--- config.mk ---
export PLATFORM = sky130hd
export DESIGN_NAME = phold_core
export DESIGN_NICKNAME = d
export VERILOG_FILES = /design/src/source/phold_pkg.sv /design/src/source/fwft_fifo.sv /design/src/source/event_intake.sv /design/src/source/history_engine.sv /design/src/source/event_sender.sv /design/src/source/phold_core.sv
export VERILOG_INCLUDE_DIRS = /design/src /design/src/include
export SDC_FILE = /design/constraint.sdc
export NUM_CORES = 1
export LEC_CHECK = 0
export BUFFER_PORTS_ARGS = -buffer_cell sky130_fd_sc_hd__buf_2
export CORE_MARGIN = 1
export CORE_UTILIZATION = 56
export CTS_CLUSTER_SIZE = 28
export DETAILED_ROUTE_END_ITERATION = 8
export GPL_TIMING_DRIVEN = 0
export PLACE_DENSITY = 0.76
export SLEW_MARGIN = 20
export SYNTH_ARGS = -nofsm -noshare
export SYNTH_HDL_FRONTEND = slang
export SYNTH_HIERARCHICAL = 1
export SYNTH_SLANG_ARGS = --single-unit
--- constraint.sdc ---
create_clock -name clk -period 3.8 [get_ports clk]
set_input_delay 0.38 -clock clk [delete_from_list [all_inputs] [get_ports clk]]
set_output_delay 0.38 -clock clk [all_outputs]
set_load 0.005 [all_outputs]
--- src/include/phold_settings.svh ---
`ifndef PHOLD_SETTINGS_SVH
`define PHOLD_SETTINGS_SVH

// event message fields
`define PHOLD_NB_LPID 3
`define PHOLD_TIME_WID 16
`define PHOLD_MSG_WID 32

// history storage, 16 entries per LP
`define PHOLD_HIST_WID 32
`define PHOLD_NB_HIST_DEPTH 4
`define PHOLD_NB_HIST_ADDR (`PHOLD_NB_LPID + `PHOLD_NB_HIST_DEPTH)
`define PHOLD_OFFSET_WID 8

// random word, split in three equal slices
`define PHOLD_NB_RND 24

// smallest time step between an event and the one it spawns
`define PHOLD_MIN_GAP 10

`endif

--- src/source/phold_pkg.sv ---
`include "phold_settings.svh"

package phold_pkg;

   typedef enum logic {
      REGULAR_EVT = 1'b0,
      CANCEL_EVT  = 1'b1
   } evt_type_e;

   // message as seen on the event network
   typedef struct packed {
      logic [`PHOLD_MSG_WID-`PHOLD_TIME_WID-`PHOLD_NB_LPID-2:0] pad;
      evt_type_e                  kind;
      logic [`PHOLD_NB_LPID-1:0]  target;
      logic [`PHOLD_TIME_WID-1:0] ts;
   } event_msg_t;

   // one processed event as kept in history memory
   // offset is the distance to the event it spawned
   typedef struct packed {
      logic [`PHOLD_HIST_WID-`PHOLD_NB_LPID-`PHOLD_OFFSET_WID-`PHOLD_TIME_WID-2:0] pad;
      logic [`PHOLD_NB_LPID-1:0]    target;
      logic [`PHOLD_OFFSET_WID-1:0] offset;
      evt_type_e                    kind;
      logic [`PHOLD_TIME_WID-1:0]   ts;
   } hist_entry_t;

   typedef struct packed {
      logic [`PHOLD_NB_RND/3-1:0] delay_rnd;
      logic [`PHOLD_NB_RND/3-1:0] target_rnd;
      logic [`PHOLD_NB_RND/3-1:0] gap_rnd;
   } rnd_fields_t;

   typedef enum logic [2:0] {
      IDLE,
      STALL,
      READ_HIST,
      PROC_DELAY,
      GEN_EVT,
      WRITE_HIST,
      SEND_EVT,
      WAIT
   } core_state_e;

   typedef enum logic [1:0] {
      HIST_IDLE,
      HIST_REQ,
      HIST_WAIT
   } hist_state_e;

   typedef struct packed {
      event_msg_t                 msg;
      logic [`PHOLD_TIME_WID-1:0] gvt;
      rnd_fields_t                rnd;
   } cur_event_t;

endpackage

--- src/source/fwft_fifo.sv ---
module fwft_fifo #(
   parameter int WIDTH = 32,
   parameter int DEPTH = 16
) (
   input  logic                     clk,
   input  logic                     rst_n,
   input  logic                     clear,
   input  logic                     wr_en,
   input  logic [WIDTH-1:0]         din,
   input  logic                     rd_en,
   output logic [WIDTH-1:0]         dout,
   output logic                     empty,
   output logic [$clog2(DEPTH):0]   count
);

   localparam int AW = $clog2(DEPTH);

   logic [WIDTH-1:0] mem [DEPTH];
   logic [AW-1:0]    wr_ptr;
   logic [AW-1:0]    rd_ptr;
   logic             do_rd;

   // a read on an empty FIFO is ignored
   assign do_rd = rd_en && !empty;
   assign empty = (count == '0);
   // head word is always visible
   assign dout  = mem[rd_ptr];

   always_ff @(posedge clk) begin
      if (wr_en) begin
         mem[wr_ptr] <= din;
      end
   end

   always_ff @(posedge clk) begin
      if (!rst_n || clear) begin
         wr_ptr <= '0;
         rd_ptr <= '0;
         count  <= '0;
      end else begin
         if (wr_en) begin
            wr_ptr <= wr_ptr + 1'b1;
         end
         if (do_rd) begin
            rd_ptr <= rd_ptr + 1'b1;
         end
         count <= count + {{AW{1'b0}}, wr_en} - {{AW{1'b0}}, do_rd};
      end
   end

endmodule

--- src/source/event_intake.sv ---
`include "phold_settings.svh"

module event_intake
   import phold_pkg::*;
(
   input  logic                       clk,
   input  logic                       rst_n,
   input  logic                       event_valid,
   input  event_msg_t                 cur_event_msg,
   input  logic [`PHOLD_TIME_WID-1:0] global_time,
   input  logic [`PHOLD_NB_RND-1:0]   random_in,
   input  logic                       in_delay,
   output cur_event_t                 cur_evt,
   output event_msg_t                 new_evt,
   output logic                       start,
   output logic                       delay_done
);

   rnd_fields_t rnd;
   logic [3:0]  delay_cnt;

   assign rnd = cur_evt.rnd;

   // event, GVT and random word are held for the whole processing run
   always_ff @(posedge clk) begin
      if (event_valid) begin
         cur_evt.msg <= cur_event_msg;
         cur_evt.gvt <= global_time;
         cur_evt.rnd <= random_in;
      end
   end

   always_ff @(posedge clk) begin
      if (!rst_n) begin
         start     <= 1'b0;
         delay_cnt <= '0;
      end else begin
         start <= event_valid;
         if (!in_delay) begin
            delay_cnt <= '0;
         end else if (!delay_done) begin
            delay_cnt <= delay_cnt + 1'b1;
         end
      end
   end

   // up to 15 idle cycles of emulated event processing
   assign delay_done = (delay_cnt >= rnd.delay_rnd[3:0]);

   // spawned event, at least MIN_GAP ahead of the current one
   always_comb begin
      new_evt        = '0;
      new_evt.kind   = REGULAR_EVT;
      new_evt.target = rnd.target_rnd[`PHOLD_NB_LPID-1:0];
      new_evt.ts     = cur_evt.msg.ts + `PHOLD_TIME_WID'(`PHOLD_MIN_GAP)
                       + `PHOLD_TIME_WID'(rnd.gap_rnd[5:0]);
   end

endmodule

--- src/source/history_engine.sv ---
`include "phold_settings.svh"

module history_engine
   import phold_pkg::*;
(
   input  logic                            clk,
   input  logic                            rst_n,
   input  cur_event_t                      cur_evt,
   input  event_msg_t                      new_evt,
   input  logic                            phase_read,
   input  logic                            phase_write,
   input  logic                            gen_next,
   input  logic                            clear,
   input  logic                            rbk_pop,
   input  logic [`PHOLD_HIST_WID-1:0]      hist_data_rd,
   input  logic                            hist_access_grant,
   input  logic [`PHOLD_NB_HIST_DEPTH-1:0] hist_size,
   output logic                            hist_rq,
   output logic                            hist_wr_en,
   output logic [`PHOLD_NB_HIST_ADDR-1:0]  hist_addr,
   output logic [`PHOLD_HIST_WID-1:0]      hist_data_wr,
   output logic                            hist_done,
   output logic                            discard_cur,
   output logic                            gen_cancel,
   output event_msg_t                      cancel_msg,
   output logic                            rbk_empty,
   output hist_entry_t                     rbk_entry
);

   localparam int CNT_WID = `PHOLD_NB_HIST_DEPTH + 1;

   hist_state_e                     state;
   hist_state_e                     state_nxt;
   logic [`PHOLD_NB_HIST_DEPTH-1:0] xfer_cnt;
   logic [CNT_WID-1:0]              xfer_total;
   logic [CNT_WID-1:0]              phase_total;
   logic [CNT_WID-1:0]              keep_count;
   logic                            phase_any;
   logic                            granted;
   logic                            last_xfer;
   logic                            launch;
   logic                            done_q;
   logic                            rd_vld;
   hist_entry_t                     rd_q;
   hist_entry_t                     gen_entry;
   logic [`PHOLD_TIME_WID-1:0]      gen_offset;
   logic                            expired;
   logic                            match;
   logic                            rollback;

   assign phase_any   = phase_read | phase_write;
   // read count comes from memory, write count is whatever survived the filter
   assign phase_total = phase_read ? CNT_WID'(hist_size) : keep_count;
   assign granted     = (state != HIST_IDLE) && hist_access_grant;
   assign last_xfer   = ({1'b0, xfer_cnt} == xfer_total - 1'b1);
   assign launch      = (state == HIST_IDLE) && phase_any && !done_q && (phase_total != '0);

   always_comb begin
      state_nxt = state;
      case (state)
         HIST_IDLE: begin
            if (launch) begin
               state_nxt = HIST_REQ;
            end
         end
         HIST_REQ, HIST_WAIT: begin
            if (!granted) begin
               state_nxt = HIST_WAIT;
            end else if (last_xfer) begin
               state_nxt = HIST_IDLE;
            end else begin
               state_nxt = HIST_REQ;
            end
         end
         default: state_nxt = HIST_IDLE;
      endcase
   end

   always_ff @(posedge clk) begin
      if (!rst_n) begin
         state    <= HIST_IDLE;
         xfer_cnt <= '0;
         done_q   <= 1'b0;
         rd_vld   <= 1'b0;
      end else begin
         state  <= state_nxt;
         done_q <= granted && last_xfer;
         rd_vld <= granted && phase_read;
         if (launch) begin
            xfer_cnt <= '0;
         end else if (granted) begin
            xfer_cnt <= xfer_cnt + 1'b1;
         end
      end
   end

   always_ff @(posedge clk) begin
      if (launch) begin
         xfer_total <= phase_total;
      end
      if (granted && phase_read) begin
         rd_q <= hist_entry_t'(hist_data_rd);
      end
   end

   assign hist_rq    = (state != HIST_IDLE);
   assign hist_wr_en = hist_rq && phase_write;
   assign hist_addr  = {cur_evt.msg.target, xfer_cnt};
   // an empty phase finishes in its first cycle
   assign hist_done  = done_q || ((state == HIST_IDLE) && phase_any && !done_q
                                  && (phase_total == '0));

   // filter, in priority order: expired, annihilated pair, straggler rollback
   assign expired  = (rd_q.ts < cur_evt.gvt);
   assign match    = !expired && !discard_cur && (rd_q.kind != cur_evt.msg.kind)
                     && (rd_q.ts == cur_evt.msg.ts);
   assign rollback = !expired && !match && (cur_evt.msg.kind == REGULAR_EVT)
                     && (rd_q.kind == REGULAR_EVT) && (rd_q.ts > cur_evt.msg.ts);

   always_ff @(posedge clk) begin
      if (!rst_n || clear) begin
         discard_cur <= 1'b0;
         gen_cancel  <= 1'b0;
      end else if (rd_vld && match) begin
         discard_cur <= 1'b1;
         gen_cancel  <= (cur_evt.msg.kind == CANCEL_EVT);
      end
   end

   // the annihilated entry already spawned an event, which must be recalled
   always_ff @(posedge clk) begin
      if (rd_vld && match && (cur_evt.msg.kind == CANCEL_EVT)) begin
         cancel_msg <= '{pad: '0, kind: CANCEL_EVT, target: rd_q.target,
                         ts: rd_q.ts + rd_q.offset};
      end
   end

   assign gen_offset = new_evt.ts - cur_evt.msg.ts;

   always_comb begin
      gen_entry        = '0;
      gen_entry.target = new_evt.target;
      gen_entry.offset = gen_offset[`PHOLD_OFFSET_WID-1:0];
      gen_entry.kind   = cur_evt.msg.kind;
      gen_entry.ts     = cur_evt.msg.ts;
   end

   fwft_fifo #(
      .WIDTH (`PHOLD_HIST_WID),
      .DEPTH (2 ** `PHOLD_NB_HIST_DEPTH)
   ) keep_buffer (
      .clk   (clk),
      .rst_n (rst_n),
      .clear (clear),
      .wr_en ((rd_vld && !expired && !match && !rollback) || gen_next),
      .din   (gen_next ? gen_entry : rd_q),
      .rd_en (granted && phase_write),
      .dout  (hist_data_wr),
      .empty (),
      .count (keep_count)
   );

   fwft_fifo #(
      .WIDTH (`PHOLD_HIST_WID),
      .DEPTH (2 ** `PHOLD_NB_HIST_DEPTH)
   ) rollback_buffer (
      .clk   (clk),
      .rst_n (rst_n),
      .clear (clear),
      .wr_en (rd_vld && rollback),
      .din   (rd_q),
      .rd_en (rbk_pop),
      .dout  (rbk_entry),
      .empty (rbk_empty),
      .count ()
   );

endmodule

--- src/source/event_sender.sv ---
module event_sender
   import phold_pkg::*;
(
   input  logic        clk,
   input  logic        rst_n,
   input  logic        start,
   input  logic        stall,
   input  logic        ack,
   input  logic        delay_done,
   input  logic        hist_done,
   input  logic        discard_cur,
   input  logic        gen_cancel,
   input  event_msg_t  cancel_msg,
   input  event_msg_t  new_evt,
   input  cur_event_t  cur_evt,
   input  logic        rbk_empty,
   input  hist_entry_t rbk_entry,
   output logic        phase_read,
   output logic        phase_write,
   output logic        gen_next,
   output logic        in_delay,
   output logic        clear,
   output logic        rbk_pop,
   output logic        new_event_ready,
   output event_msg_t  out_event_msg,
   output logic        ready,
   output logic        active
);

   core_state_e state;
   core_state_e state_nxt;
   logic        rbk_second;
   logic        rbk_step;
   event_msg_t  null_msg;
   event_msg_t  primary_msg;
   event_msg_t  rbk_cancel_msg;
   event_msg_t  rbk_regular_msg;

   always_comb begin
      state_nxt = state;
      case (state)
         IDLE:       if (start) state_nxt = STALL;
         STALL:      if (!stall) state_nxt = READ_HIST;
         READ_HIST:  if (hist_done) state_nxt = PROC_DELAY;
         PROC_DELAY: if (delay_done) state_nxt = GEN_EVT;
         GEN_EVT:    state_nxt = WRITE_HIST;
         WRITE_HIST: if (hist_done) state_nxt = SEND_EVT;
         SEND_EVT:   state_nxt = WAIT;
         WAIT:       if (ack && rbk_empty) state_nxt = IDLE;
         default:    state_nxt = IDLE;
      endcase
   end

   assign phase_read  = (state == READ_HIST);
   assign phase_write = (state == WRITE_HIST);
   assign in_delay    = (state == PROC_DELAY);
   // an annihilated event leaves nothing behind in history
   assign gen_next    = (state == GEN_EVT) && !discard_cur;
   assign rbk_step    = (state == WAIT) && ack && !rbk_empty;
   assign rbk_pop     = rbk_step && rbk_second;
   assign clear       = (state == WAIT) && ack && rbk_empty;
   assign ready       = (state == IDLE) && !start;
   assign active      = !ready;

   assign null_msg        = '{pad: '0, kind: CANCEL_EVT, target: '0, ts: '0};
   assign rbk_cancel_msg  = '{pad: '0, kind: CANCEL_EVT, target: rbk_entry.target,
                              ts: rbk_entry.ts + rbk_entry.offset};
   // straggler re-executes the rolled-back event on this LP
   assign rbk_regular_msg = '{pad: '0, kind: REGULAR_EVT, target: cur_evt.msg.target,
                              ts: rbk_entry.ts};

   always_comb begin
      if (discard_cur) begin
         primary_msg = gen_cancel ? cancel_msg : null_msg;
      end else if (cur_evt.msg.kind == CANCEL_EVT) begin
         primary_msg = null_msg;
      end else begin
         primary_msg = new_evt;
      end
   end

   always_ff @(posedge clk) begin
      if (!rst_n) begin
         state           <= IDLE;
         new_event_ready <= 1'b0;
         rbk_second      <= 1'b0;
      end else begin
         state <= state_nxt;
         if (state == SEND_EVT) begin
            new_event_ready <= 1'b1;
         end else if (clear) begin
            new_event_ready <= 1'b0;
         end
         // cancel first, then the regular half of each pair
         if (rbk_step) begin
            rbk_second <= !rbk_second;
         end
      end
   end

   always_ff @(posedge clk) begin
      if (state == SEND_EVT) begin
         out_event_msg <= primary_msg;
      end else if (rbk_step) begin
         out_event_msg <= rbk_second ? rbk_regular_msg : rbk_cancel_msg;
      end
   end

endmodule

--- src/source/phold_core.sv ---
`include "phold_settings.svh"

module phold_core
   import phold_pkg::*;
(
   input  logic                            clk,
   input  logic                            rst_n,
   input  logic                            event_valid,
   input  event_msg_t                      cur_event_msg,
   input  logic [`PHOLD_TIME_WID-1:0]      global_time,
   input  logic [`PHOLD_NB_RND-1:0]        random_in,
   input  logic                            stall,
   input  logic                            ack,
   input  logic [`PHOLD_HIST_WID-1:0]      hist_data_rd,
   input  logic                            hist_access_grant,
   input  logic [`PHOLD_NB_HIST_DEPTH-1:0] hist_size,
   output logic                            new_event_ready,
   output event_msg_t                      out_event_msg,
   output logic                            ready,
   output logic                            active,
   output logic                            hist_rq,
   output logic                            hist_wr_en,
   output logic [`PHOLD_NB_HIST_ADDR-1:0]  hist_addr,
   output logic [`PHOLD_HIST_WID-1:0]      hist_data_wr
);

   cur_event_t  cur_evt;
   event_msg_t  new_evt;
   event_msg_t  cancel_msg;
   hist_entry_t rbk_entry;
   logic        start;
   logic        delay_done;
   logic        in_delay;
   logic        phase_read;
   logic        phase_write;
   logic        gen_next;
   logic        clear;
   logic        rbk_pop;
   logic        rbk_empty;
   logic        hist_done;
   logic        discard_cur;
   logic        gen_cancel;

   event_intake u_event_intake (
      .clk           (clk),
      .rst_n         (rst_n),
      .event_valid   (event_valid),
      .cur_event_msg (cur_event_msg),
      .global_time   (global_time),
      .random_in     (random_in),
      .in_delay      (in_delay),
      .cur_evt       (cur_evt),
      .new_evt       (new_evt),
      .start         (start),
      .delay_done    (delay_done)
   );

   history_engine u_history_engine (
      .clk               (clk),
      .rst_n             (rst_n),
      .cur_evt           (cur_evt),
      .new_evt           (new_evt),
      .phase_read        (phase_read),
      .phase_write       (phase_write),
      .gen_next          (gen_next),
      .clear             (clear),
      .rbk_pop           (rbk_pop),
      .hist_data_rd      (hist_data_rd),
      .hist_access_grant (hist_access_grant),
      .hist_size         (hist_size),
      .hist_rq           (hist_rq),
      .hist_wr_en        (hist_wr_en),
      .hist_addr         (hist_addr),
      .hist_data_wr      (hist_data_wr),
      .hist_done         (hist_done),
      .discard_cur       (discard_cur),
      .gen_cancel        (gen_cancel),
      .cancel_msg        (cancel_msg),
      .rbk_empty         (rbk_empty),
      .rbk_entry         (rbk_entry)
   );

   event_sender u_event_sender (
      .clk             (clk),
      .rst_n           (rst_n),
      .start           (start),
      .stall           (stall),
      .ack             (ack),
      .delay_done      (delay_done),
      .hist_done       (hist_done),
      .discard_cur     (discard_cur),
      .gen_cancel      (gen_cancel),
      .cancel_msg      (cancel_msg),
      .new_evt         (new_evt),
      .cur_evt         (cur_evt),
      .rbk_empty       (rbk_empty),
      .rbk_entry       (rbk_entry),
      .phase_read      (phase_read),
      .phase_write     (phase_write),
      .gen_next        (gen_next),
      .in_delay        (in_delay),
      .clear           (clear),
      .rbk_pop         (rbk_pop),
      .new_event_ready (new_event_ready),
      .out_event_msg   (out_event_msg),
      .ready           (ready),
      .active          (active)
   );

endmodule

==> metrics <==
sw power=5231 uW; leakage=0.01849 uW; Max Cap Viol=0; most common cell after layout, fill and taps aside=edfxtp_1; most used cell, CP=buf_6; Crit. End Element=register; CTS tree=yes; vias in the first global route=27,440; Final Hold Vio Count=0; die height=290.8 um; H-Tree Depth=3; worst clock skew=0.05848 ns; CP startpoint kind=register; GR Util met1=0.3929; final setup vio count=0; crit path max fanout=10; most frequent cells in the layout=edfxtp_1 (1,081), mux4_2 (236), buf_2 (189), a22oi_1 (126), clkbuf_16 (110); busiest grt layer=met2; status=completed; Port Buf Inserts=166; vias per cell=6.416; Finished Cell Area=55,030 sq um; CTS buffer count=110; DRT Wirelength=123,600 um; Util after Layout=0.6692; CP Class=register to register; maximum VDD drop=433.2 uV; Layout area overhead=17.87%; worst skew pair latency=0.71 ns; met3 Use GR=0.05208; Worst path slowest cell=mux4_2; nets=3,249; DIE WIDTH=290.8 um; Post-Place Cell Area=49,850 sq um; share of power burned in registers=0.546; clock network power share=0.421; met2 Use GR=0.4697; worst min path class=input pin to register; detailed-route via count=26,930; Initial DRC Count=3,232; DRC Markers=0; Layout Cells excl Fill=4,197; CP Data Arrival Time=4.25 ns; Max-slew headroom=0.2643; Final ANT Viol Nets=0; Pwr Density=453.0 nW/um^2; min cycle time layout=3.772 ns; unrepaired setup endpoints after global routing=yes; IO Pins=190; largest net degree at the start of global routing=51; clk slew on worst S/H paths=0.06 ns; grt ovf=0; placed cell count=3,842; CP Cell Sequence=buf_12, buf_6, mux4_2, a22oi_2, nand2_2, ha_1, fa_1, a21oi_1, nor2b_1, a311oi_4, buf_6, xnor2_1, mux2i_1, a21oi_2; drt wl/cell=29.46 um; Worst EP required=4.28 ns; share of cells above drive strength 1=0.2741; routability cong.=0.9036; Max Slew Vio Count=0; slowest stage delay, CP=0.53 ns; Worst-Margin Slew=1.101 ns; Clock Sinks=1,135; mapped cell area=46,690 sq um; Synth Instances=2,544; Sw Share=0.2098; DP HPWL=76,860 um; CTS Root Cell=clkbuf_16; fmax=265.1 MHz; Total Power=24,930 uW; final worst-path cycle share=0.9925; combinational power share=0.034; Total Routing Usage GR=0.2906; Clock Path Buffers=3; initial antenna violation count=9; first-pass GRT wire length=177,600 um; Avg Inst Size Synth=18.35 sq um; Yosys warning count=6; core area=82,240 sq um; Cell Rows=105; DRT Pass-1 Iters=6; Initial Util=0.5677; die area=84,540 sq um; Pint=19,700 uW
-- power by group through the flow --
| stage | Combinational, uW | Sequential [uW] | Clock, uW |
|---|---|---|---|
| finish | 837 | 13600 | 10500 |
| global route | 906 | 13600 | 11000 |
| CTS | 807 | 13600 | 10600 |
| detailed placement | 731 | 13900 | 0 |
| global placement | 689 | 13900 | 0 |
| floorplan | 493 | 13900 | 0 |
-- state kept, by name, indices dropped and copies added (netlist names), named ones only --
name / count
u_history_engine/done_q: 1
u_history_engine/keep_buffer/count: 5
u_history_engine/state: 2
u_history_engine/rd_q: 32
u_history_engine/gen_cancel: 1
u_history_engine/rollback_buffer/mem: 432
u_history_engine/keep_buffer/rd_ptr: 4
u_history_engine/discard_cur: 1
u_history_engine/rd_vld: 1
u_history_engine/xfer_total: 5
u_history_engine/rollback_buffer/wr_ptr: 4
u_event_sender/rbk_second: 1
u_event_sender/out_event_msg: 32
u_event_intake/start: 1
u_event_sender/state: 3
u_history_engine/xfer_cnt: 4
u_event_sender/new_event_ready: 1
u_history_engine/keep_buffer/mem: 512
u_history_engine/keep_buffer/wr_ptr: 4
u_history_engine/rollback_buffer/count: 5
u_history_engine/rollback_buffer/rd_ptr: 4
u_event_intake/cur_evt: 49
u_history_engine/cancel_msg: 19
u_event_intake/delay_cnt: 4
-- metrics by stage --
| step | TNS (ns) | worst slack [ns] | hold WS [ns] |
|---|---|---|---|
| after floorplan | 0 | 0.1180 | 0.4301 |
| after global placement | -1374.44 | -1.805 | 0.4442 |
| after detailed placement | -539.82 | -0.9472 | 0.4490 |
| after CTS | 0 | 0.006700 | 0.06251 |
| after global routing | -8.971 | -0.08461 | 0.08276 |
| final | 0 | 0.02840 | 0.09597 |
-- worst max-delay path, delay by kind of cell, from the launching register on --
kind                       cells  cell delay, ns
adders and majority gates      2            0.65
buffers and inverters          3            0.53
muxes                          2            0.63
DFF                            1            0.38
xor gates and xnor gates       1            0.12
AOI/OAI and AO/OA              4            0.99
and+or+nand+nor                2            0.24
-- worst paths after layout --
kind	start	endpoint	slack [ns]	cells past startpoint
max reg2reg	register	u_event_sender/out_event_msg[6]	0.03	14
max	register	u_event_sender/out_event_msg[6]	0.03	14
min	hist_size[2]	u_history_engine/xfer_total[2]	0.1	2
min reg2reg	u_history_engine/gen_cancel	u_history_engine/gen_cancel	0.46	2
-- layer usage --
metal	vias up	wire, um
met4	2	5390
met5	-	13
met1	13670	45770
met2	1784	60030
li1	11160	-
met3	312	12450
-- timing repair --
action | CTS | global route
endpoints found under the hold margin | 84 | 0
gates cloned | 0 | 0
pin swaps | 4 | 7
setup buffers | 53 | 10
hold buffers | 84 | 0
endpoints found under the setup margin | 1027 | 628
gates resized for setup | 50 | 58
-- cell type report --
class                      instances  area, sq um
clock inverter                    73        619.3
tap                             1070         1339
multi-input combinational       1179        12300
buffer                           154        932.1
fill                            5195        27210
timing repair buffer             353         3083
inverter                          99        374.1
clock buffer                     130         2828
sequential                      1135        33540
antenna                            4        10.01
No activity file was read; power rests on OpenSTA's default activity.
